==> src/hdl/dac_ctrl_pkg.sv <==
/* Types and constants shared by the DAC controller and its testbench
   Register space is 32 addresses of 8 bits, reached by 16-bit SPI frames */
package dac_ctrl_pkg;

	////////////////////////////////////////
	// Widths with a meaning

	// One signed channel sample
	typedef logic signed [15:0] dac_sample_t;

	// Half-cycle value of the 18 lanes
	// Bit 17 sample clock, bit 16 data clock, bits 15..0 data
	typedef logic [17:0] lane_word_t;

	typedef logic [4:0] reg_addr_t;
	typedef logic [7:0] reg_data_t;

	// SPI frame as sent MSB first
	typedef struct packed {
		logic      rw;
		logic [1:0] pad;
		reg_addr_t addr;
		reg_data_t data;
	} spi_frame_t;

	////////////////////////////////////////
	// APB slave port

	typedef struct packed {
		logic        psel;
		logic        penable;
		logic        pwrite;
		logic [15:0] paddr;
		logic [15:0] pwdata;
	} apb_req_t;

	typedef struct packed {
		logic [15:0] prdata;
		logic        pready;
		logic        pslverr;
	} apb_rsp_t;

	// Sequencer states
	typedef enum logic [3:0] {
		reset_pulse,
		reset_release,
		delay_load,
		delay_send,
		delay_wait,
		idle,
		cmd_send,
		cmd_wait,
		cmd_done
	} seq_state_t;

	////////////////////////////////////////
	// Register map and framing

	localparam reg_addr_t SMP_DLY_ADDR = 5'd5;
	localparam logic [7:0] GET_PAGE = 8'h20;
	localparam logic [7:0] SET_PAGE = 8'h21;

	// Channel markers on the two clock lanes
	localparam logic [1:0] MARK_CH0 = 2'b01;
	localparam logic [1:0] MARK_CH1 = 2'b10;

endpackage

==> src/hdl/dac_lane_framer.sv <==
/* DDR lane output at the system clock rate, channel 0 in the high half
   Lanes are single-ended here; differential pad buffers sit in a board wrapper */
`timescale 1ns/1ns

module dac_lane_framer (
	input  logic                      clk_in,
	input  logic                      rst_n,
	input  dac_ctrl_pkg::dac_sample_t dac0,
	input  dac_ctrl_pkg::dac_sample_t dac1,
	output logic                      dac_clk,
	output logic                      dac_dci,
	output logic [15:0]               dac_d
);
	import dac_ctrl_pkg::*;

	// Word pair of one sample period
	typedef struct packed {
		lane_word_t ch1;
		lane_word_t ch0;
	} lane_pair_t;

	lane_pair_t pair_q;
	lane_pair_t out_q;
	lane_word_t lo_q;
	lane_word_t lane_out;

	////////////////////////////////////////
	// Rising edge stages

	always_ff @(posedge clk_in or negedge rst_n) begin
		if (!rst_n) begin
			pair_q <= '0;
			out_q  <= '0;
		end else begin
			// Frame samples with channel markers
			pair_q.ch0 <= {MARK_CH0, dac0};
			pair_q.ch1 <= {MARK_CH1, dac1};
			// Hold pair for the output cycle
			out_q <= pair_q;
		end
	end

	// Channel 1 word moves on the falling edge
	// so it stays put for the whole low half
	always_ff @(negedge clk_in or negedge rst_n) begin
		if (!rst_n) begin
			lo_q <= '0;
		end else begin
			lo_q <= out_q.ch1;
		end
	end

	// DDR select by clock phase
	assign lane_out = clk_in ? out_q.ch0 : lo_q;

	// Lane split
	assign dac_clk = lane_out[17];
	assign dac_dci = lane_out[16];
	assign dac_d   = lane_out[15:0];

endmodule

==> src/hdl/spi_master.sv <==
/* Mode 0 SPI master for 16-bit frames, one transfer at a time
   SPI_CLK_DIV system clocks per half-period; start is ignored while busy */
`timescale 1ns/1ns

module spi_master #(
	parameter int SPI_CLK_DIV = 5
) (
	input  logic                     clk_in,
	input  logic                     rst_n,
	input  logic                     start,
	input  dac_ctrl_pkg::spi_frame_t frame,
	output logic                     busy,
	output dac_ctrl_pkg::reg_data_t  rx_data,
	output logic                     spi_cs_n,
	output logic                     spi_sck,
	output logic                     spi_sdo,
	input  logic                     spi_sdi
);
	import dac_ctrl_pkg::*;

	localparam int DIV_W = (SPI_CLK_DIV > 1) ? $clog2(SPI_CLK_DIV) : 1;
	localparam logic [DIV_W-1:0] DIV_LAST = DIV_W'(SPI_CLK_DIV - 1);

	logic [DIV_W-1:0] div_cnt_q;
	logic [3:0]       bit_cnt_q;
	logic [15:0]      shift_q;
	logic             sdi_q;
	reg_data_t        rx_q;

	logic half_tick;
	logic fall_tick;
	logic last_bit;
	logic launch;

	// Half-period boundary of the SPI clock
	assign half_tick = busy && (div_cnt_q == DIV_LAST);
	// sck about to fall
	assign fall_tick = half_tick && spi_sck;
	assign last_bit  = (bit_cnt_q == 4'd15);
	assign launch    = start && !busy;

	////////////////////////////////////////
	// Control and clock generation

	always_ff @(posedge clk_in or negedge rst_n) begin
		if (!rst_n) begin
			busy      <= 1'b0;
			spi_cs_n  <= 1'b1;
			spi_sck   <= 1'b0;
			div_cnt_q <= '0;
			bit_cnt_q <= '0;
		end else if (launch) begin
			// Chip select drops with busy
			busy      <= 1'b1;
			spi_cs_n  <= 1'b0;
			div_cnt_q <= '0;
			bit_cnt_q <= '0;
		end else if (half_tick) begin
			div_cnt_q <= '0;
			spi_sck   <= ~spi_sck;
			if (fall_tick) begin
				bit_cnt_q <= bit_cnt_q + 4'd1;
				// Frame ends on the 16th falling edge
				if (last_bit) begin
					busy     <= 1'b0;
					spi_cs_n <= 1'b1;
				end
			end
		end else if (busy) begin
			div_cnt_q <= div_cnt_q + DIV_W'(1);
		end
	end

	////////////////////////////////////////
	// Data path

	always_ff @(posedge clk_in) begin
		if (launch) begin
			shift_q <= frame;
		end else if (half_tick) begin
			if (!spi_sck) begin
				// Rising edge, sample input
				sdi_q <= spi_sdi;
			end else begin
				// Falling edge, next bit out and sampled bit in
				shift_q <= {shift_q[14:0], sdi_q};
				if (last_bit) begin
					rx_q <= {shift_q[6:0], sdi_q};
				end
			end
		end
	end

	// MSB first
	assign spi_sdo = shift_q[15];
	// Last eight bits of the frame, held until the next one
	assign rx_data = rx_q;

endmodule

==> src/hdl/dac_reg_sequencer.sv <==
/* DAC power-up sequence, then register get and set from an APB slave port
   Get at page 0x20 (read), set at page 0x21 (write), paddr[4:0] names the register
   RESET_CYCLES must be at least 1; other pages fail at once with pslverr */
`timescale 1ns/1ns

module dac_reg_sequencer #(
	parameter dac_ctrl_pkg::reg_data_t SMP_DLY      = '0,
	parameter int                      RESET_CYCLES = 255
) (
	input  logic                     clk_in,
	input  logic                     rst_n,
	input  dac_ctrl_pkg::apb_req_t   apb_req,
	output dac_ctrl_pkg::apb_rsp_t   apb_rsp,
	output logic                     dac_reset,
	output logic                     spi_start,
	output dac_ctrl_pkg::spi_frame_t spi_frame,
	input  logic                     spi_busy,
	input  dac_ctrl_pkg::reg_data_t  spi_rx
);
	import dac_ctrl_pkg::*;

	localparam int CNT_W = (RESET_CYCLES > 1) ? $clog2(RESET_CYCLES) : 1;

	seq_state_t       state_q;
	logic [CNT_W-1:0] rst_cnt_q;
	spi_frame_t       frame_q;
	logic             start_q;
	logic             reset_q;
	logic             ack_q;
	logic [15:0]      prdata_q;

	logic [7:0] page;
	logic       access;
	logic       is_get;
	logic       is_set;
	logic       bad_access;

	////////////////////////////////////////
	// APB decode

	assign page   = apb_req.paddr[15:8];
	// Access phase of a transfer
	assign access = apb_req.psel && apb_req.penable;
	assign is_get = access && !apb_req.pwrite && (page == GET_PAGE);
	assign is_set = access && apb_req.pwrite && (page == SET_PAGE);

	// Unknown page or wrong direction, answered in the same cycle
	assign bad_access = (state_q == idle) && access && !is_get && !is_set;

	////////////////////////////////////////
	// Sequencer FSM

	always_ff @(posedge clk_in or negedge rst_n) begin
		if (!rst_n) begin
			state_q   <= reset_pulse;
			rst_cnt_q <= CNT_W'(RESET_CYCLES - 1);
			frame_q   <= '0;
			start_q   <= 1'b0;
			reset_q   <= 1'b1;
			ack_q     <= 1'b0;
			prdata_q  <= '0;
		end else begin
			case (state_q)
				// DAC reset held for RESET_CYCLES clocks
				reset_pulse: begin
					if (rst_cnt_q == '0) begin
						reset_q <= 1'b0;
						state_q <= reset_release;
					end else begin
						rst_cnt_q <= rst_cnt_q - CNT_W'(1);
					end
				end
				// One clock of margin after reset
				reset_release: begin
					state_q <= delay_load;
				end
				// Sample delay write
				delay_load: begin
					frame_q.rw   <= 1'b0;
					frame_q.pad  <= 2'b00;
					frame_q.addr <= SMP_DLY_ADDR;
					frame_q.data <= SMP_DLY;
					start_q      <= 1'b1;
					state_q      <= delay_send;
				end
				// busy only shows up next cycle
				delay_send: begin
					start_q <= 1'b0;
					state_q <= delay_wait;
				end
				delay_wait: begin
					if (!spi_busy) begin
						state_q <= idle;
					end
				end
				// Wait for a get or set
				idle: begin
					if (is_get || is_set) begin
						frame_q.rw   <= !apb_req.pwrite;
						frame_q.pad  <= 2'b00;
						frame_q.addr <= apb_req.paddr[4:0];
						// Data byte is don't care on a read
						frame_q.data <= apb_req.pwrite ? apb_req.pwdata[7:0] : 8'h00;
						start_q      <= 1'b1;
						state_q      <= cmd_send;
					end
				end
				cmd_send: begin
					start_q <= 1'b0;
					state_q <= cmd_wait;
				end
				// rx byte valid once busy falls
				cmd_wait: begin
					if (!spi_busy) begin
						prdata_q <= frame_q.rw ? {8'h00, spi_rx} : 16'h0000;
						ack_q    <= 1'b1;
						state_q  <= cmd_done;
					end
				end
				// pready up for this one cycle
				cmd_done: begin
					ack_q   <= 1'b0;
					state_q <= idle;
				end
				default: begin
					start_q <= 1'b0;
					ack_q   <= 1'b0;
					state_q <= idle;
				end
			endcase
		end
	end

	////////////////////////////////////////
	// Outputs

	assign dac_reset = reset_q;
	assign spi_start = start_q;
	assign spi_frame = frame_q;

	assign apb_rsp.prdata  = prdata_q;
	assign apb_rsp.pready  = ack_q || bad_access;
	assign apb_rsp.pslverr = bad_access;

endmodule

==> src/hdl/dac_ctrl_top.sv <==
/* Dual-channel DAC controller, DDR sample lanes plus SPI register access over APB
   APB transfers stall in the access phase until power-up sequencing is done */
`timescale 1ns/1ns

module dac_ctrl_top #(
	parameter dac_ctrl_pkg::reg_data_t SMP_DLY      = '0,
	parameter int                      RESET_CYCLES = 255,
	parameter int                      SPI_CLK_DIV  = 5
) (
	input  logic                      clk_in,
	input  logic                      rst_n,
	input  dac_ctrl_pkg::dac_sample_t dac0,
	input  dac_ctrl_pkg::dac_sample_t dac1,
	input  dac_ctrl_pkg::apb_req_t    apb_req,
	output dac_ctrl_pkg::apb_rsp_t    apb_rsp,
	output logic                      dac_clk,
	output logic                      dac_dci,
	output logic [15:0]               dac_d,
	output logic                      dac_reset,
	output logic                      spi_cs_n,
	output logic                      spi_sck,
	output logic                      spi_sdo,
	input  logic                      spi_sdi
);
	import dac_ctrl_pkg::*;

	// Sequencer to SPI master
	logic       spi_start;
	spi_frame_t spi_frame;
	logic       spi_busy;
	reg_data_t  spi_rx;

	////////////////////////////////////////
	// Sample path

	dac_lane_framer framer_i (
		.clk_in  (clk_in),
		.rst_n   (rst_n),
		.dac0    (dac0),
		.dac1    (dac1),
		.dac_clk (dac_clk),
		.dac_dci (dac_dci),
		.dac_d   (dac_d)
	);

	////////////////////////////////////////
	// Configuration path

	dac_reg_sequencer #(
		.SMP_DLY      (SMP_DLY),
		.RESET_CYCLES (RESET_CYCLES)
	) sequencer_i (
		.clk_in    (clk_in),
		.rst_n     (rst_n),
		.apb_req   (apb_req),
		.apb_rsp   (apb_rsp),
		.dac_reset (dac_reset),
		.spi_start (spi_start),
		.spi_frame (spi_frame),
		.spi_busy  (spi_busy),
		.spi_rx    (spi_rx)
	);

	spi_master #(
		.SPI_CLK_DIV (SPI_CLK_DIV)
	) spi_i (
		.clk_in   (clk_in),
		.rst_n    (rst_n),
		.start    (spi_start),
		.frame    (spi_frame),
		.busy     (spi_busy),
		.rx_data  (spi_rx),
		.spi_cs_n (spi_cs_n),
		.spi_sck  (spi_sck),
		.spi_sdo  (spi_sdo),
		.spi_sdi  (spi_sdi)
	);

endmodule

==> config.mk <==
export PLATFORM = sky130hd
export DESIGN_NAME = dac_ctrl_top
export DESIGN_NICKNAME = d
export VERILOG_FILES = /design/src/hdl/dac_ctrl_pkg.sv /design/src/hdl/dac_lane_framer.sv /design/src/hdl/spi_master.sv /design/src/hdl/dac_reg_sequencer.sv /design/src/hdl/dac_ctrl_top.sv
export SDC_FILE = /design/constraint.sdc
export NUM_CORES = 1
export LEC_CHECK = 0
export BUFFER_PORTS_ARGS = -buffer_cell sky130_fd_sc_hd__clkbuf_2
export CORE_UTILIZATION = 50
export DETAILED_ROUTE_END_ITERATION = 6
export PLACE_DENSITY = 0.73
export SETUP_SLACK_MARGIN = 0.02
export SLEW_MARGIN = 30
export SYNTH_ARGS = -nofsm -noshare
export SYNTH_HDL_FRONTEND = slang
export SYNTH_HIERARCHICAL = 1
export SYNTH_SLANG_ARGS = --single-unit
==> constraint.sdc <==
create_clock -name clk_in -period 2.06 [get_ports clk_in]
set_clock_uncertainty 0.2 [all_clocks]
set_input_delay 0.103 -clock clk_in [delete_from_list [all_inputs] [get_ports clk_in]]
set_output_delay 0.103 -clock clk_in [all_outputs]
set_load 0.05 [all_outputs]
==> impl_metrics.py <==
metrics = {
    "yosys": {
        "synth_mux_area_frac": 0.0671,
        "syn-instance-count": 413,
        "synth_warnings": 6,
        "synth_area_leader_cell": "dfrtp_1",
        "ys_seq_area_frac": 0.709,
        "synthTopCellsByCount": "dfrtp_1 (104), nand2_1 (95), edfxtp_1 (25), dfrtn_1 (17), mux2i_1 (14)",
        "synthTopCellsByArea": "dfrtp_1 (46%), edfxtp_1 (13%), dfrtn_1 (7.5%), nand2_1 (6.3%), dfstp_2 (4.2%)",
        "synthFlopType": "dfrtp_1",
        "synth.most_common_cell": "dfrtp_1",
        "synth_compound_area_frac": 0.0331,
        "synth_top_area_share": 0.459,
        "synth_simple_gate_area_frac": 0.118,
        "synth_top_family_by_area": "simple AND/OR/NAND/NOR gates",
        "synth_area_um2": 5670,
        "synth_cell_types": 54,
        "synth_fa_ha_area_frac": 0.0110,
        "ys_ff_latch": 155,
        "synth_edf_count": 25,
        "synth-xor-area-share": 0.0139,
        "syn_avg_cell_area_um2": 13.7,
        "async_reset_ff_frac": 0.839,
    },
    "sta": {
        "finalMaxSlewViolations": 0,
        "worst_slew_pin_slew_ps": 857,
        "rsz0062_at_grt": "true",
        "holdWs_ps": 15.7,
        "worst_slack_ps": -647,
        "setup_tns_ps": -10040,
        "hold_viol": 0,
        "finalSetupViolCount": 21,
        "relSlewSlack": 0.427,
    },
    "setup_path": {
        "crit_fanout": 1,
        "rr_endpoint": "sequencer_i/state_q[0]$_DFFE_PN0P_",
        "cp-end-kind": "output pin",
        "rr_worst_depth": 4,
        "crit_path_top_delay_cell": "dfrtn_1",
        "crit_chain": "mux2_4, buf_8",
        "r2r_slack_ps": 90,
        "timing.critical_path.to": "dac_d[2]",
        "crit_arrival_ps": 2400,
        "max_stage_delay_ps": 380,
        "path_class": "reg2out",
        "r2r_start": "sequencer_i/rst_cnt_q[6]$_DFFE_PN1P_",
        "cp.required_ps": 1760,
        "startpoint": "framer_i/lo_q[2]$_DFF_NN0_",
        "cp-start-kind": "flip-flop",
    },
    "floorplanning": {
        "core-area_um2": 10900,
        "num_rows": 38,
        "die_area_um2": 11800,
        "die_x_um": 108,
        "dieHeight_um": 108,
        "initial_core_util": 0.518,
        "pin_count": 110,
    },
    "route": {
        "routed_wl_um": 12400,
        "ant_nets": 0,
        "first_iter_violations": 151,
        "vias_per_cell": 4.94,
        "via_count": 3706,
        "first_pass_iters": 4,
        "wl_per_cell_um": 16.6,
        "drc": 0,
    },
    "placed_design": {
        "placedInstanceArea_um2": 6240,
        "dp_hpwl_um": 6080,
        "dp_slack_ps": -77.7,
        "routabilityCongestion": 0.765,
        "io_buffer_count": 90,
    },
    "finish": {
        "nets": 668,
        "antennaDiodeCount": 0,
        "area_growth_syn_to_layout_pct": 41.8,
        "drive_above_1_share": 0.325,
        "stdcell_area_um2": 8030,
        "fill_cells": 706,
    },
    "pwr": {
        "leakage_nw": 3.85,
        "power.total_mw": 9.85,
        "seqPwrFrac": 0.328,
        "intPower_mw": 7.11,
        "power_switching_mw": 2.74,
        "clock_power_share": 0.646,
        "p_sw_frac": 0.278,
        "ir_drop_v": 0.00145,
        "p_comb_frac": 0.027,
        "power_density_nw_per_um2": 1230,
    },
    "global_routing": {
        "grt_pass1_wl_um": 19300,
        "overflow": 0,
        "grt_usage": 0.229,
        "grt_max_degree": 39,
        "grt_pass1_vias": 4132,
        "antenna_found_initial": 0,
    },
    "min_path": {
        "hold_path_class": "in2reg",
    },
    "job": {
        "max_cap_viol_count": 0,
    },
    "clock_tree": {
        "cts_tree": "done",
        "path_clk_slew_ps": 60,
        "clock_latency_ps": 540,
    },
    "run_status": {
        "violations": "negative setup slack",
        "status": "finished, violations left",
    },
}
==> flip-flops by register name, summed over array words and instances, names as in the netlist, 3 cells and up <==
register and count:
framer_i/lo_q 17, framer_i/out_q 33, framer_i/pair_q 33, sequencer_i/prdata_q 8, sequencer_i/rst_cnt_q 8, sequencer_i/spi_frame 14, sequencer_i/state_q 4, spi_i/bit_cnt_q 4
spi_i/div_cnt_q 3, spi_i/rx_data 8, spi_i/shift_q 16
==> power groups by stage <==
stage / clock network [mW] / logic, mW / registers (mW)
2_1_floorplan: 1.36 / 0.0604 / 3.26
3_3_place_gp: 1.25 / 0.162 / 3.26
3_5_place_dp: 1.25 / 0.166 / 3.27
4_1_cts: 6.21 / 0.257 / 3.22
5_1_grt: 6.67 / 0.288 / 3.23
6_report: 6.36 / 0.262 / 3.23
==> cell usage in the layout (no fill, tap or decap), types with 10 or more instances in the layout <==
cell type      instances
mux2_4                15
buf_8                 18
conb_1                11
dlygate4sd3_1         60
inv_1                 11
buf_4                 22
nand2_1               94
o21ai_0               12
mux2i_1               14
dfrtp_1              103
clkbuf_2              69
dfrtn_1               17
edfxtp_1              25
clkbuf_16             29
nand3_1               10
==> routing by layer <==
metal  vias up  GRT usage  part of all wire
met5         -          0                 0
met4         0      0.155             0.035
met3        42     0.0928             0.068
met2       135      0.361              0.51
met1      1814      0.253              0.39
li1       1715          -                 -
==> how the worst min path moves through the flow <==
stage,to,depth (start not counted),from,slack [ps]
2_1_floorplan,framer_i/out_q[0]$_DFF_PN0_,0,rst_n,-390
5_1_grt,framer_i/pair_q[13]$_DFF_PN0_,2,dac0[13],10
4_1_cts,framer_i/pair_q[30]$_DFF_PN0_,2,dac1[12],2
6_report,framer_i/pair_q[13]$_DFF_PN0_,2,dac0[13],20
3_3_place_gp,framer_i/out_q[13]$_DFF_PN0_,1,rst_n,-100
3_5_place_dp,framer_i/out_q[13]$_DFF_PN0_,1,rst_n,-90
==> stage by stage <==
| stage | util | std cells |
|---|---|---|
| after CTS | 0.728 | 748 |
| final | 0.734 | 750 |
| after global placement | 0.571 | 641 |
| after detailed placement | 0.571 | 641 |
| after global routing | 0.734 | 750 |
| after floorplan | - | 422 |
==> cell families (layout without fill, tap and decap cells) <==
logic type      Yosys count  after routing
buf+inv                  39            227
other cells               2             11
xor+xnor                  9              9
simple gates            142            142
fa+ha+maj                 5              5
mux                      32             32
flops                   155            155
compound gates           29             29
==> area by class of cell <==
cell class	instances	area, µm²	share of cell area
clock buffers	53	1070	0.133
multi-input cells	228	1480	0.184
inverters	11	41.3	0.00514
repair buffers	153	1140	0.142
flip-flops and latches	155	4020	0.500
well taps	140	175	0.0218
clock inverters	10	111	0.0139
==> critical path, delay by kind of cell (launching register included) <==
kind     cells  cell delay (ps)
mux          1              310
buf+inv      1              160
flops        1              380
==> timing repair <==
action                                 4_1_cts  5_1_grt
pin swaps                                    2        2
gates resized for setup                     49       24
setup endpoints to repair                   21       26
endpoints found under the hold margin      152        1
hold buffers                                60        1
buffers inserted                             2        2
(Power assumes the default switching activity.)
